<file path="src/rtl/dbg_pkg.sv">
`default_nettype none

package dbg_pkg;

    localparam int BYTE  = 8;
    localparam int DWORD = 32;

    // Opcodes seen by the fetch unit
    localparam logic [5:0] OP_HALT = 6'b111111;
    localparam logic [5:0] OP_JUMP = 6'b000010;

    // Host command bytes
    localparam logic [BYTE-1:0] CMD_LOAD = 8'h01;
    localparam logic [BYTE-1:0] CMD_RUN  = 8'h02;
    localparam logic [BYTE-1:0] CMD_STEP = 8'h03;
    localparam logic [BYTE-1:0] CMD_DUMP = 8'h04;

    // One instruction word, decoded as fields or as serial bytes
    typedef union packed {
        struct packed {
            logic [5:0]  opcode;
            logic [4:0]  rs;
            logic [4:0]  rt;
            logic [15:0] imm;
        } fields;
        logic [3:0][BYTE-1:0] bytes;    // Index 0 is the LSB
    } instr_t;

    typedef enum logic [3:0] {
        IDLE,
        LOAD,
        RUN,
        STEP,
        DUMP_ADDR,
        SEND
    } dbg_state_t;

endpackage

`default_nettype wire

</file>
<file path="src/rtl/baud_gen.sv">
`default_nettype none

module baud_gen #(
    parameter int DIVISOR = 27
) (
    input  logic i_clock,
    input  logic i_arst_n,
    output logic o_tick
);

    localparam int CW = (DIVISOR > 1) ? $clog2(DIVISOR) : 1;

    logic [CW-1:0] count;

    always_ff @(posedge i_clock or negedge i_arst_n) begin
        if (!i_arst_n) begin
            count  <= '0;
            o_tick <= 1'b0;
        end else if (count == CW'(DIVISOR - 1)) begin
            count  <= '0;
            o_tick <= 1'b1;         // One pulse per wrap
        end else begin
            count  <= count + 1'b1;
            o_tick <= 1'b0;
        end
    end

endmodule

`default_nettype wire

</file>
<file path="src/rtl/uart_rx.sv">
`default_nettype none

module uart_rx (
    input  logic                     i_clock,
    input  logic                     i_arst_n,
    input  logic                     i_tick,
    input  logic                     i_rx,
    output logic [dbg_pkg::BYTE-1:0] o_rx_data,
    output logic                     o_rx_done
);

    import dbg_pkg::*;

    localparam logic [1:0] RX_IDLE  = 2'd0;
    localparam logic [1:0] RX_START = 2'd1;
    localparam logic [1:0] RX_DATA  = 2'd2;
    localparam logic [1:0] RX_STOP  = 2'd3;

    logic [1:0]      rx_sync;
    logic [1:0]      state;
    logic [3:0]      tick_cnt;
    logic [2:0]      bit_cnt;
    logic [BYTE-1:0] shift;

    always_ff @(posedge i_clock or negedge i_arst_n) begin
        if (!i_arst_n) begin
            rx_sync <= 2'b11;       // Line idles high
        end else begin
            rx_sync <= {rx_sync[0], i_rx};
        end
    end

    always_ff @(posedge i_clock or negedge i_arst_n) begin
        if (!i_arst_n) begin
            state     <= RX_IDLE;
            tick_cnt  <= '0;
            bit_cnt   <= '0;
            o_rx_done <= 1'b0;
        end else begin
            o_rx_done <= 1'b0;
            case (state)
                RX_IDLE: begin
                    if (!rx_sync[1]) begin
                        state    <= RX_START;
                        tick_cnt <= '0;
                    end
                end
                RX_START: begin
                    if (i_tick) begin
                        if (tick_cnt == 4'd7) begin
                            // Mid start bit, drop glitches
                            state    <= rx_sync[1] ? RX_IDLE : RX_DATA;
                            tick_cnt <= '0;
                            bit_cnt  <= '0;
                        end else begin
                            tick_cnt <= tick_cnt + 1'b1;
                        end
                    end
                end
                RX_DATA: begin
                    if (i_tick) begin
                        tick_cnt <= tick_cnt + 1'b1;
                        if (tick_cnt == 4'd15) begin
                            bit_cnt <= bit_cnt + 1'b1;
                            if (bit_cnt == 3'd7) begin
                                state <= RX_STOP;
                            end
                        end
                    end
                end
                default: begin  // RX_STOP
                    if (i_tick) begin
                        tick_cnt <= tick_cnt + 1'b1;
                        if (tick_cnt == 4'd15) begin
                            state     <= RX_IDLE;
                            o_rx_done <= rx_sync[1];  // Framing error drops the byte
                        end
                    end
                end
            endcase
        end
    end

    // LSB arrives first
    always_ff @(posedge i_clock) begin
        if (state == RX_DATA && i_tick && tick_cnt == 4'd15) begin
            shift <= {rx_sync[1], shift[BYTE-1:1]};
        end
    end

    assign o_rx_data = shift;

endmodule

`default_nettype wire

</file>
<file path="src/rtl/uart_tx.sv">
`default_nettype none

module uart_tx (
    input  logic                     i_clock,
    input  logic                     i_arst_n,
    input  logic                     i_tick,
    input  logic [dbg_pkg::BYTE-1:0] i_tx_data,
    input  logic                     i_tx_start,
    output logic                     o_tx,
    output logic                     o_tx_done
);

    import dbg_pkg::*;

    localparam logic [1:0] TX_IDLE  = 2'd0;
    localparam logic [1:0] TX_START = 2'd1;
    localparam logic [1:0] TX_DATA  = 2'd2;
    localparam logic [1:0] TX_STOP  = 2'd3;

    logic [1:0]      state;
    logic [3:0]      tick_cnt;
    logic [2:0]      bit_cnt;
    logic [BYTE-1:0] shift;

    always_ff @(posedge i_clock or negedge i_arst_n) begin
        if (!i_arst_n) begin
            state     <= TX_IDLE;
            tick_cnt  <= '0;
            bit_cnt   <= '0;
            o_tx      <= 1'b1;
            o_tx_done <= 1'b0;
        end else begin
            o_tx_done <= 1'b0;
            case (state)
                TX_IDLE: begin
                    if (i_tx_start) begin
                        state    <= TX_START;
                        tick_cnt <= '0;
                        o_tx     <= 1'b0;   // Start bit
                    end
                end
                TX_START: begin
                    if (i_tick) begin
                        tick_cnt <= tick_cnt + 1'b1;
                        if (tick_cnt == 4'd15) begin
                            state   <= TX_DATA;
                            bit_cnt <= '0;
                            o_tx    <= shift[0];
                        end
                    end
                end
                TX_DATA: begin
                    if (i_tick) begin
                        tick_cnt <= tick_cnt + 1'b1;
                        if (tick_cnt == 4'd15) begin
                            bit_cnt <= bit_cnt + 1'b1;
                            if (bit_cnt == 3'd7) begin
                                state <= TX_STOP;
                                o_tx  <= 1'b1;
                            end else begin
                                o_tx <= shift[1];  // Next bit before the shift lands
                            end
                        end
                    end
                end
                default: begin  // TX_STOP
                    if (i_tick) begin
                        tick_cnt <= tick_cnt + 1'b1;
                        if (tick_cnt == 4'd15) begin
                            state     <= TX_IDLE;
                            o_tx_done <= 1'b1;
                        end
                    end
                end
            endcase
        end
    end

    always_ff @(posedge i_clock) begin
        if (state == TX_IDLE && i_tx_start) begin
            shift <= i_tx_data;
        end else if (state == TX_DATA && i_tick && tick_cnt == 4'd15) begin
            shift <= shift >> 1;
        end
    end

endmodule

`default_nettype wire

</file>
<file path="src/rtl/instr_mem.sv">
`default_nettype none

module instr_mem #(
    parameter int ADDR = 6
) (
    input  logic                      i_clock,
    input  logic                      i_we,
    input  logic [ADDR-1:0]           i_waddr,
    input  logic [dbg_pkg::DWORD-1:0] i_wdata,
    input  logic [ADDR-1:0]           i_raddr_a,
    output logic [dbg_pkg::DWORD-1:0] o_rdata_a,
    input  logic [ADDR-1:0]           i_raddr_b,
    output logic [dbg_pkg::DWORD-1:0] o_rdata_b
);

    import dbg_pkg::*;

    logic [DWORD-1:0] mem [2**ADDR];

    always_ff @(posedge i_clock) begin
        if (i_we) begin
            mem[i_waddr] <= i_wdata;
        end
    end

    // Port A feeds fetch, port B serves dumps
    assign o_rdata_a = mem[i_raddr_a];
    assign o_rdata_b = mem[i_raddr_b];

endmodule

`default_nettype wire

</file>
<file path="src/rtl/fetch_unit.sv">
`default_nettype none

module fetch_unit #(
    parameter int ADDR = 6
) (
    input  logic            i_clock,
    input  logic            i_arst_n,
    input  logic            i_run,
    input  logic            i_step,
    input  logic            i_pc_clear,
    input  dbg_pkg::instr_t i_instr,
    output logic [ADDR-1:0] o_pc,
    output logic            o_hlt
);

    import dbg_pkg::*;

    logic advance;
    logic is_halt;
    logic hlt_q;

    assign advance = (i_run | i_step) & ~hlt_q;
    assign is_halt = (i_instr.fields.opcode == OP_HALT);

    always_ff @(posedge i_clock or negedge i_arst_n) begin
        if (!i_arst_n) begin
            o_pc  <= '0;
            hlt_q <= 1'b0;
        end else if (i_pc_clear) begin
            o_pc  <= '0;
            hlt_q <= 1'b0;
        end else if (advance) begin
            case (i_instr.fields.opcode)
                OP_HALT: begin
                    hlt_q <= 1'b1;  // PC stays on the halt word
                end
                OP_JUMP: begin
                    o_pc <= i_instr.fields.imm[ADDR-1:0];
                end
                default: begin
                    o_pc <= o_pc + 1'b1;
                end
            endcase
        end
    end

    // Visible in the cycle the halt is fetched
    assign o_hlt = hlt_q | (advance & is_halt);

endmodule

`default_nettype wire

</file>
<file path="src/rtl/debug_unit.sv">
`default_nettype none

module debug_unit #(
    parameter int ADDR = 6
) (
    input  logic                      i_clock,
    input  logic                      i_arst_n,
    input  logic [dbg_pkg::BYTE-1:0]  i_rx_data,
    input  logic                      i_rx_done,
    input  logic                      i_tx_done,
    output logic [dbg_pkg::BYTE-1:0]  o_tx_data,
    output logic                      o_tx_start,
    output logic                      o_im_we,
    output logic [ADDR-1:0]           o_im_waddr,
    output logic [dbg_pkg::DWORD-1:0] o_im_wdata,
    output logic [ADDR-1:0]           o_dump_addr,
    input  logic [dbg_pkg::DWORD-1:0] i_dump_data,
    input  logic [ADDR-1:0]           i_pc,
    input  logic                      i_hlt,
    output logic                      o_run,
    output logic                      o_step,
    output logic                      o_pc_clear,
    output dbg_pkg::dbg_state_t       o_state
);

    import dbg_pkg::*;

    dbg_state_t      state;
    instr_t          load_word;
    instr_t          next_word;
    instr_t          reply;
    logic [1:0]      byte_idx;      // Load and send both walk bytes 0..3
    logic [ADDR-1:0] load_addr;
    logic            tx_busy;

    always_comb begin
        next_word = load_word;
        next_word.bytes[byte_idx] = i_rx_data;
    end

    always_ff @(posedge i_clock or negedge i_arst_n) begin
        if (!i_arst_n) begin
            state      <= IDLE;
            byte_idx   <= '0;
            load_addr  <= '0;
            tx_busy    <= 1'b0;
            o_tx_start <= 1'b0;
            o_im_we    <= 1'b0;
            o_run      <= 1'b0;
            o_step     <= 1'b0;
            o_pc_clear <= 1'b0;
        end else begin
            o_tx_start <= 1'b0;
            o_im_we    <= 1'b0;
            o_pc_clear <= 1'b0;
            if (i_tx_done) begin
                tx_busy <= 1'b0;
            end
            case (state)
                IDLE: begin
                    if (i_rx_done) begin
                        case (i_rx_data)
                            CMD_LOAD: begin
                                state     <= LOAD;
                                load_addr <= '0;
                                byte_idx  <= '0;
                            end
                            CMD_RUN: begin
                                state <= RUN;
                                o_run <= 1'b1;
                            end
                            CMD_STEP: begin
                                state  <= STEP;
                                o_step <= 1'b1;
                            end
                            CMD_DUMP: state <= DUMP_ADDR;
                            default: ;      // Unknown command ignored
                        endcase
                    end
                end
                LOAD: begin
                    if (i_rx_done) begin
                        byte_idx <= byte_idx + 1'b1;
                        if (byte_idx == 2'd3) begin
                            o_im_we   <= 1'b1;
                            load_addr <= load_addr + 1'b1;
                            // Opcode sits in the top six bits of byte 3
                            if (next_word.bytes[3][7:2] == OP_HALT || load_addr == '1) begin
                                o_pc_clear <= 1'b1;
                                state      <= IDLE;
                            end
                        end
                    end
                end
                RUN: begin
                    if (i_hlt) begin
                        o_run <= 1'b0;
                        state <= SEND;
                    end
                end
                STEP: begin
                    if (o_step) begin
                        o_step <= 1'b0;     // Let the PC settle
                    end else begin
                        state <= SEND;
                    end
                end
                DUMP_ADDR: begin
                    if (i_rx_done) begin
                        state <= SEND;
                    end
                end
                SEND: begin
                    if (!tx_busy) begin
                        o_tx_start <= 1'b1;
                        tx_busy    <= 1'b1;
                    end else if (i_tx_done) begin
                        byte_idx <= byte_idx + 1'b1;
                        if (byte_idx == 2'd3) begin
                            state <= IDLE;
                        end
                    end
                end
                default: state <= IDLE;
            endcase
        end
    end

    always_ff @(posedge i_clock) begin
        if (state == LOAD && i_rx_done) begin
            load_word  <= next_word;
            o_im_wdata <= next_word;
            o_im_waddr <= load_addr;
        end
        if ((state == RUN && i_hlt) || (state == STEP && !o_step)) begin
            reply <= {{(DWORD - ADDR){1'b0}}, i_pc};
        end else if (state == DUMP_ADDR && i_rx_done) begin
            reply <= i_dump_data;
        end
        if (state == SEND && !tx_busy) begin
            o_tx_data <= reply.bytes[byte_idx];
        end
    end

    assign o_dump_addr = i_rx_data[ADDR-1:0];   // Receiver holds the address byte
    assign o_state     = state;

endmodule

`default_nettype wire

</file>
<file path="src/rtl/dbg_top.sv">
`default_nettype none

module dbg_top #(
    parameter int ADDR    = 6,
    parameter int DIVISOR = 27
) (
    input  logic                i_clock,
    input  logic                i_arst_n,
    input  logic                i_uart_rx,
    output logic                o_uart_tx,
    output logic                o_hlt,
    output dbg_pkg::dbg_state_t o_state
);

    import dbg_pkg::*;

    logic             tick;
    logic [BYTE-1:0]  rx_data;
    logic             rx_done;
    logic [BYTE-1:0]  tx_data;
    logic             tx_start;
    logic             tx_done;

    logic             im_we;
    logic [ADDR-1:0]  im_waddr;
    logic [DWORD-1:0] im_wdata;
    logic [ADDR-1:0]  dump_addr;
    logic [DWORD-1:0] dump_data;

    logic [ADDR-1:0]  pc;
    instr_t           fetch_word;
    logic             run;
    logic             step;
    logic             pc_clear;

    baud_gen #(
        .DIVISOR(DIVISOR)
    ) u_baud_gen (
        .i_clock (i_clock),
        .i_arst_n(i_arst_n),
        .o_tick  (tick)
    );

    uart_rx u_uart_rx (
        .i_clock  (i_clock),
        .i_arst_n (i_arst_n),
        .i_tick   (tick),
        .i_rx     (i_uart_rx),
        .o_rx_data(rx_data),
        .o_rx_done(rx_done)
    );

    uart_tx u_uart_tx (
        .i_clock   (i_clock),
        .i_arst_n  (i_arst_n),
        .i_tick    (tick),
        .i_tx_data (tx_data),
        .i_tx_start(tx_start),
        .o_tx      (o_uart_tx),
        .o_tx_done (tx_done)
    );

    instr_mem #(
        .ADDR(ADDR)
    ) u_instr_mem (
        .i_clock  (i_clock),
        .i_we     (im_we),
        .i_waddr  (im_waddr),
        .i_wdata  (im_wdata),
        .i_raddr_a(pc),
        .o_rdata_a(fetch_word),
        .i_raddr_b(dump_addr),
        .o_rdata_b(dump_data)
    );

    fetch_unit #(
        .ADDR(ADDR)
    ) u_fetch_unit (
        .i_clock   (i_clock),
        .i_arst_n  (i_arst_n),
        .i_run     (run),
        .i_step    (step),
        .i_pc_clear(pc_clear),
        .i_instr   (fetch_word),
        .o_pc      (pc),
        .o_hlt     (o_hlt)
    );

    debug_unit #(
        .ADDR(ADDR)
    ) u_debug_unit (
        .i_clock    (i_clock),
        .i_arst_n   (i_arst_n),
        .i_rx_data  (rx_data),
        .i_rx_done  (rx_done),
        .i_tx_done  (tx_done),
        .o_tx_data  (tx_data),
        .o_tx_start (tx_start),
        .o_im_we    (im_we),
        .o_im_waddr (im_waddr),
        .o_im_wdata (im_wdata),
        .o_dump_addr(dump_addr),
        .i_dump_data(dump_data),
        .i_pc       (pc),
        .i_hlt      (o_hlt),
        .o_run      (run),
        .o_step     (step),
        .o_pc_clear (pc_clear),
        .o_state    (o_state)
    );

endmodule

`default_nettype wire

</file>
<file path="config.mk">
export PLATFORM = sky130hd
export DESIGN_NAME = dbg_top
export DESIGN_NICKNAME = d
export VERILOG_FILES = /design/src/rtl/dbg_pkg.sv /design/src/rtl/baud_gen.sv /design/src/rtl/uart_rx.sv /design/src/rtl/uart_tx.sv /design/src/rtl/instr_mem.sv /design/src/rtl/fetch_unit.sv /design/src/rtl/debug_unit.sv /design/src/rtl/dbg_top.sv
export SDC_FILE = /design/constraint.sdc
export NUM_CORES = 2
export LEC_CHECK = 0
export ABC_AREA = 1
export BUFFER_PORTS_ARGS = -buffer_cell sky130_fd_sc_hd__clkbuf_2
export CAP_MARGIN = 20
export CELL_PAD_IN_SITES_DETAIL_PLACEMENT = 0
export CELL_PAD_IN_SITES_GLOBAL_PLACEMENT = 2
export CORE_MARGIN = 2
export CORE_UTILIZATION = 25
export DETAILED_ROUTE_END_ITERATION = 10
export PLACE_DENSITY_LB_ADDON = 0.1
export SLEW_MARGIN = 25
export SYNTH_ARGS = -nofsm -noshare
export SYNTH_HDL_FRONTEND = slang
export SYNTH_HIERARCHICAL = 1
export SYNTH_SLANG_ARGS = --single-unit
</file>
<file path="constraint.sdc">
create_clock -name i_clock -period 4.2 [get_ports i_clock]
set_input_delay 0.42 -clock i_clock [delete_from_list [all_inputs] [get_ports i_clock]]
set_output_delay 0.42 -clock i_clock [all_outputs]
set_load 0.05 [all_outputs]
</file>
**After elaboration in Yosys (flattened, before gate mapping)**

Memories as Yosys holds them, arrays and structs flattened. A register that Yosys moved wholly into a read port is not among the register bits.
Index checks and enable logic that the tools add are counted.

- Bits in registers: 148
- Bits in writable memories: 2048
- Input bits: 3
- Output and inout port bits: 6
- Word-level logic and storage cells: 258
- Memories: 1

Memory list:

| memory | depth | width | read ports | clocked after memory_dff | write ports | RTL line | source |
|---|---|---|---|---|---|---|---|
| u_instr_mem.mem | 64 | 32 | 2 | 1 | 1 | instr_mem.sv:18 | `logic [DWORD-1:0] mem [2**ADDR];` |

- Add/sub/neg operators: 8
- Magnitude comparators: 2
- Equality and inequality tests: 51
- Muxes and demuxes: 112
- Bitwise gates (word level): 5
- Reductions and logical operators: 49

Operators with widths:

| cell | number |
|---|---|
| $mux W4 | 17 |
| $mux W6 | 9 |
| $mux W2 | 22 |
| $mux W1 | 35 |
| $bwmux W32 | 1 |
| $mux W8 | 4 |
| $ne A2 B1 Y1 const B | 13 |
| $ne A2 B2 Y1 const B | 13 |
| $mux W3 | 8 |
| $pmux W4 S6 | 1 |
| $pmux W6 S2 | 2 |
| $reduce_bool A2 Y1 | 12 |
| $eq A6 B6 Y1 const B | 3 |
| $pmux W2 S3 | 3 |
| $bmux W8 S2 | 1 |
| $demux W8 S2 | 1 |
| $eq A8 B2 Y1 const B | 2 |
| $pmux W4 S4 | 1 |
| $reduce_and A8 Y1 | 2 |
| $reduce_and A5 Y1 | 3 |
| $add A6 B1 Y6 const B | 2 |
| $eq A4 B3 Y1 const B | 3 |
| $pmux W3 S2 | 2 |
| $reduce_and A6 Y1 | 2 |
| other kinds (35) | 65 |

**Depth between registers and ports, before layout**

- Depth in word-level cells: 11
- Mapped depth: 24
- Depth with buffers taken out: 20

**By module**

Netlist, hierarchy kept.

Modules (own cells, without submodules):

| module | times used | cells an instance | area an instance (um2) | sequential area each (um2) |
|---|---|---|---|---|
| instr_mem | 1 | 11337 | 102513.3 | 61499.0 |
| debug_unit | 1 | 446 | 4294.1 | 2507.4 |
| uart_tx | 1 | 130 | 1084.8 | 516.7 |
| uart_rx | 1 | 87 | 887.1 | 543.0 |
| fetch_unit | 1 | 79 | 530.5 | 175.2 |
| baud_gen | 1 | 30 | 270.3 | 150.1 |

**Least setup slack after synthesis**

OpenSTA, ideal clock, no wires.

- Kind: reg-to-reg
- From: register u_debug_unit.o_im_we
- To: memory u_instr_mem.mem[48][0], enable pin
- Library setup time: 0.502 ns
- Data arrival time: 3.935 ns
- Data required time: 3.698 ns
- Slack: -0.237 ns
- Cell stages (with the launch flop): 4
- Path buffers: 1
- Clock period less this slack: 4.437 ns
- Cell sequence: dfrtp_1 clkbuf_1 nand4_1 nor4_1

- Longest elaborated chain between the ends: 2

Ends and longest elaborated chain:

| what | RTL line | source |
|---|---|---|
| from (decl) | debug_unit.sv:13 | `output logic o_im_we,` |
| from (signal assigned) | debug_unit.sv:48 | `o_im_we <= 1'b0;` |
| from (signal assigned) | debug_unit.sv:54 | `o_im_we <= 1'b0;` |
| from (signal assigned) | debug_unit.sv:85 | `o_im_we <= 1'b1;` |
| $mux W1 | instr_mem.sv:21 | `if (i_we) begin` |
| $mux W1 (implied by the code) | instr_mem.sv:22 | `mem[i_waddr] <= i_wdata;` |
| to (decl) | instr_mem.sv:18 |  |

Every way passes these cells.

==> impl_results.md <==
* CTS tree: yes
* Cell Rows at around 230
* Netlist Area Pre-Place at 97800 µm²
* F_max at 246 MHz
* CP endpoint kind: output pin
* First-pass GRT wire length at 581000 µm
* Remaining DRCs at 0
* Worst VDD drop at 0.339 mV
* Clk_lat worst skew at 910 ps
* Minimum clock period at between 4000 and 5000 ps
* Critical Setup Path Class: register to output pin
* Total CTS buffers at around 280
* Initial Util at 0.251
* M1 WL at between 150000 and 200000 µm
* Routed WL at 420000 µm
* Mapped Cells at roughly 9400
* Die X at ~630 µm
* Final setup fails at 0
* Routed vias/inst at around 4.9
* Static leakage at 0.0411 µW
* Vias in the first global route at roughly 70000
* CP top delay family: simple AND/OR/NAND/NOR gates
* DR top layer: met4
* Initial DRC count at just under 6000
* Fin nets at slightly above 9000
* Slew Viols, Final at 0
* Met2 wire length at 201000 µm
* Synth Net Count at 9444
* Layout area overhead at 16.6%
* Post-route setup slack at 141 ps
* Worst path arrival time at between 3000 and 4000 ps
* Least-Margin Pin Slew at 1040 ps
* DRT Pass-1 Iters at 6
* Avg WL per Cell at approximately 29 µm
* Worst hold path class: input port to asynchronous set/reset pin
* Buf/Inv on CP at 4
* CP Launch Point: u_fetch_unit/o_pc[1]
* Max cap viols at 0
* Grt ovf at 0
* Pre-CTS WS at -10.6 ps
* Fin. Hold Viols at 0
* Worst-case clock buffer depth at 4
* Die Y at 630 µm
* Die area at about 400000 µm²
* Slew HR at 0.303
* Critical Path Start Type: register
* Final HPWL DP at about 230000 µm
* Max stage delay on crit path at slightly above 500 ps
* # IOs at 9
* Share of cells above drive strength 1 at 0.0982
* Via count at ~72000
* Hold_ws at ~180 ps
* Power per cell area at around 410 nW/µm²
* Core ar. at 389000 µm²
* Period utilization at 0.966
* Crit-path cells: buf_12 > buf_12 > nand3_1 > nand3_1 > nand3_1 > nand3_2 > nand2_1 > nand2_1 > nand2_2 > nand2_1 > nor2_2 > nand2_4 > o21ai_4 > buf_6 > buf_12
* H-tree lvl count at 5
* Pin count of the biggest net entering global routing at 170
* Initial antenna violation count at 15
* Syn Area/Cell at just over 10 µm²
* Worst Skew at 44.8 ps
* DRT antenna net count at 0
* Port bufs at 7
* Status: complete, no violations
* TNS Setup at 0 ps
* Clock sinks at roughly 2200
* Clock-pin slew on the worst setup and hold paths at ~60 ps
* Total track usage at 0.206
* Gpl congestion at between 0.7 and 0.8
* Met3 wire length at between 15000 and 20000 µm
* Crit Path Max Fanout at 50
* CP max-delay cell: dfrtp_4
* Reg2reg start: u_fetch_unit/o_pc[1]
* Root Driver: clkbuf_16
* Yosys warns at 6
* Worst path required time at roughly 3800 ps
-- per-layer routing --
metal / GRT usage / vias up
met5: 0 / -
met4: 0.0529 / 0
met2: 0.344 / 1871
met3: 0.0188 / 516
li1: - / 32503
met1: 0.285 / 36762
-- per-stage QoR --
step | total power [µW] | instances | area [µm²] | utilization
after floorplan | 24100 | 9419 | 97800 | -
after global placement | 24100 | 14186 | 105000 | 0.269
after detailed placement | 24100 | 14186 | 105000 | 0.269
after CTS | 47600 | 14698 | 114000 | 0.292
after global routing | 48300 | 14712 | 114000 | 0.293
final | 46800 | 14717 | 114000 | 0.293
-- repair_timing --
item | CTS | global route
hold buffers | 2 | 0
gates resized for setup | 18 | 16
buffers inserted | 4 | 4
pin swaps | 0 | 5
cloned | 6 | 7
hold endpoints to repair | 51 | 0
setup endpoints to repair | 13 | 1
-- state kept, by name, summed over array words and instances (netlist names), 4 cells and up --
| name | flops |
|---|---|
| u_baud_gen/count | 5 |
| u_debug_unit/load_addr | 6 |
| u_debug_unit/load_word | 32 |
| u_debug_unit/o_im_waddr | 6 |
| u_debug_unit/o_tx_data | 8 |
| u_debug_unit/reply | 32 |
| u_fetch_unit/o_pc | 6 |
| u_instr_mem/mem | 2048 |
| u_uart_rx/o_rx_data | 8 |
| u_uart_rx/tick_cnt | 4 |
| u_uart_tx/shift | 8 |
| u_uart_tx/tick_cnt | 4 |
-- power by group --
part,leakage [µW],total [µW],internal (µW),switching [µW]
Clock,0.00419,23200,13400,9790
Sequential,0.0205,23600,23600,0.996
Combinational,0.0164,18.7,2.25,16.5
-- cell type report --
cell class                      count  area, µm²
Antenna cell                        6       15.0
Sequential cell                  2195      65400
Multi-Input combinational cell   6288      28300
Timing Repair Buffer              401       4730
Inverter                          126        551
Fill cell                       39933     275000
Clock buffer                      369       7670
Tap cell                         5197       6500
Clock inverter                    131        891
Timing Repair inverter              4       52.6
-- layout by cell type (no fill, tap or decap), types with 18 or more instances in the layout --
cell	n
buf_4	261
a21oi_1	44
edfxtp_1	2116
buf_12	111
clkbuf_16	300
dfxtp_1	26
nand3_1	2639
inv_1	101
dfrtp_1	45
ha_1	22
clkbuf_1	73
nor2_4	59
nand4_1	18
nand2_1	3302
nor2_1	62
clkinv_1	70
clkinv_2	39
o21ai_0	21
-- path summary, 6_finish.rpt --
| check | end | slack (ps) | cells after the start |
|---|---|---|---|
| min in group i_clock | u_uart_rx/rx_sync[0] | 200 | 2 |
| max | o_hlt | 140 | 15 |
| max in group asynchronous | u_fetch_unit/o_pc[1] | 3220 | 2 |
| min reg2reg | u_uart_rx/rx_sync[1] | 360 | 0 |
| max reg2reg | u_debug_unit/reply[3] | 530 | 21 |
| min | u_uart_tx/bit_cnt[2] | 180 | 2 |
No activity file was read; power rests on OpenSTA's default activity.
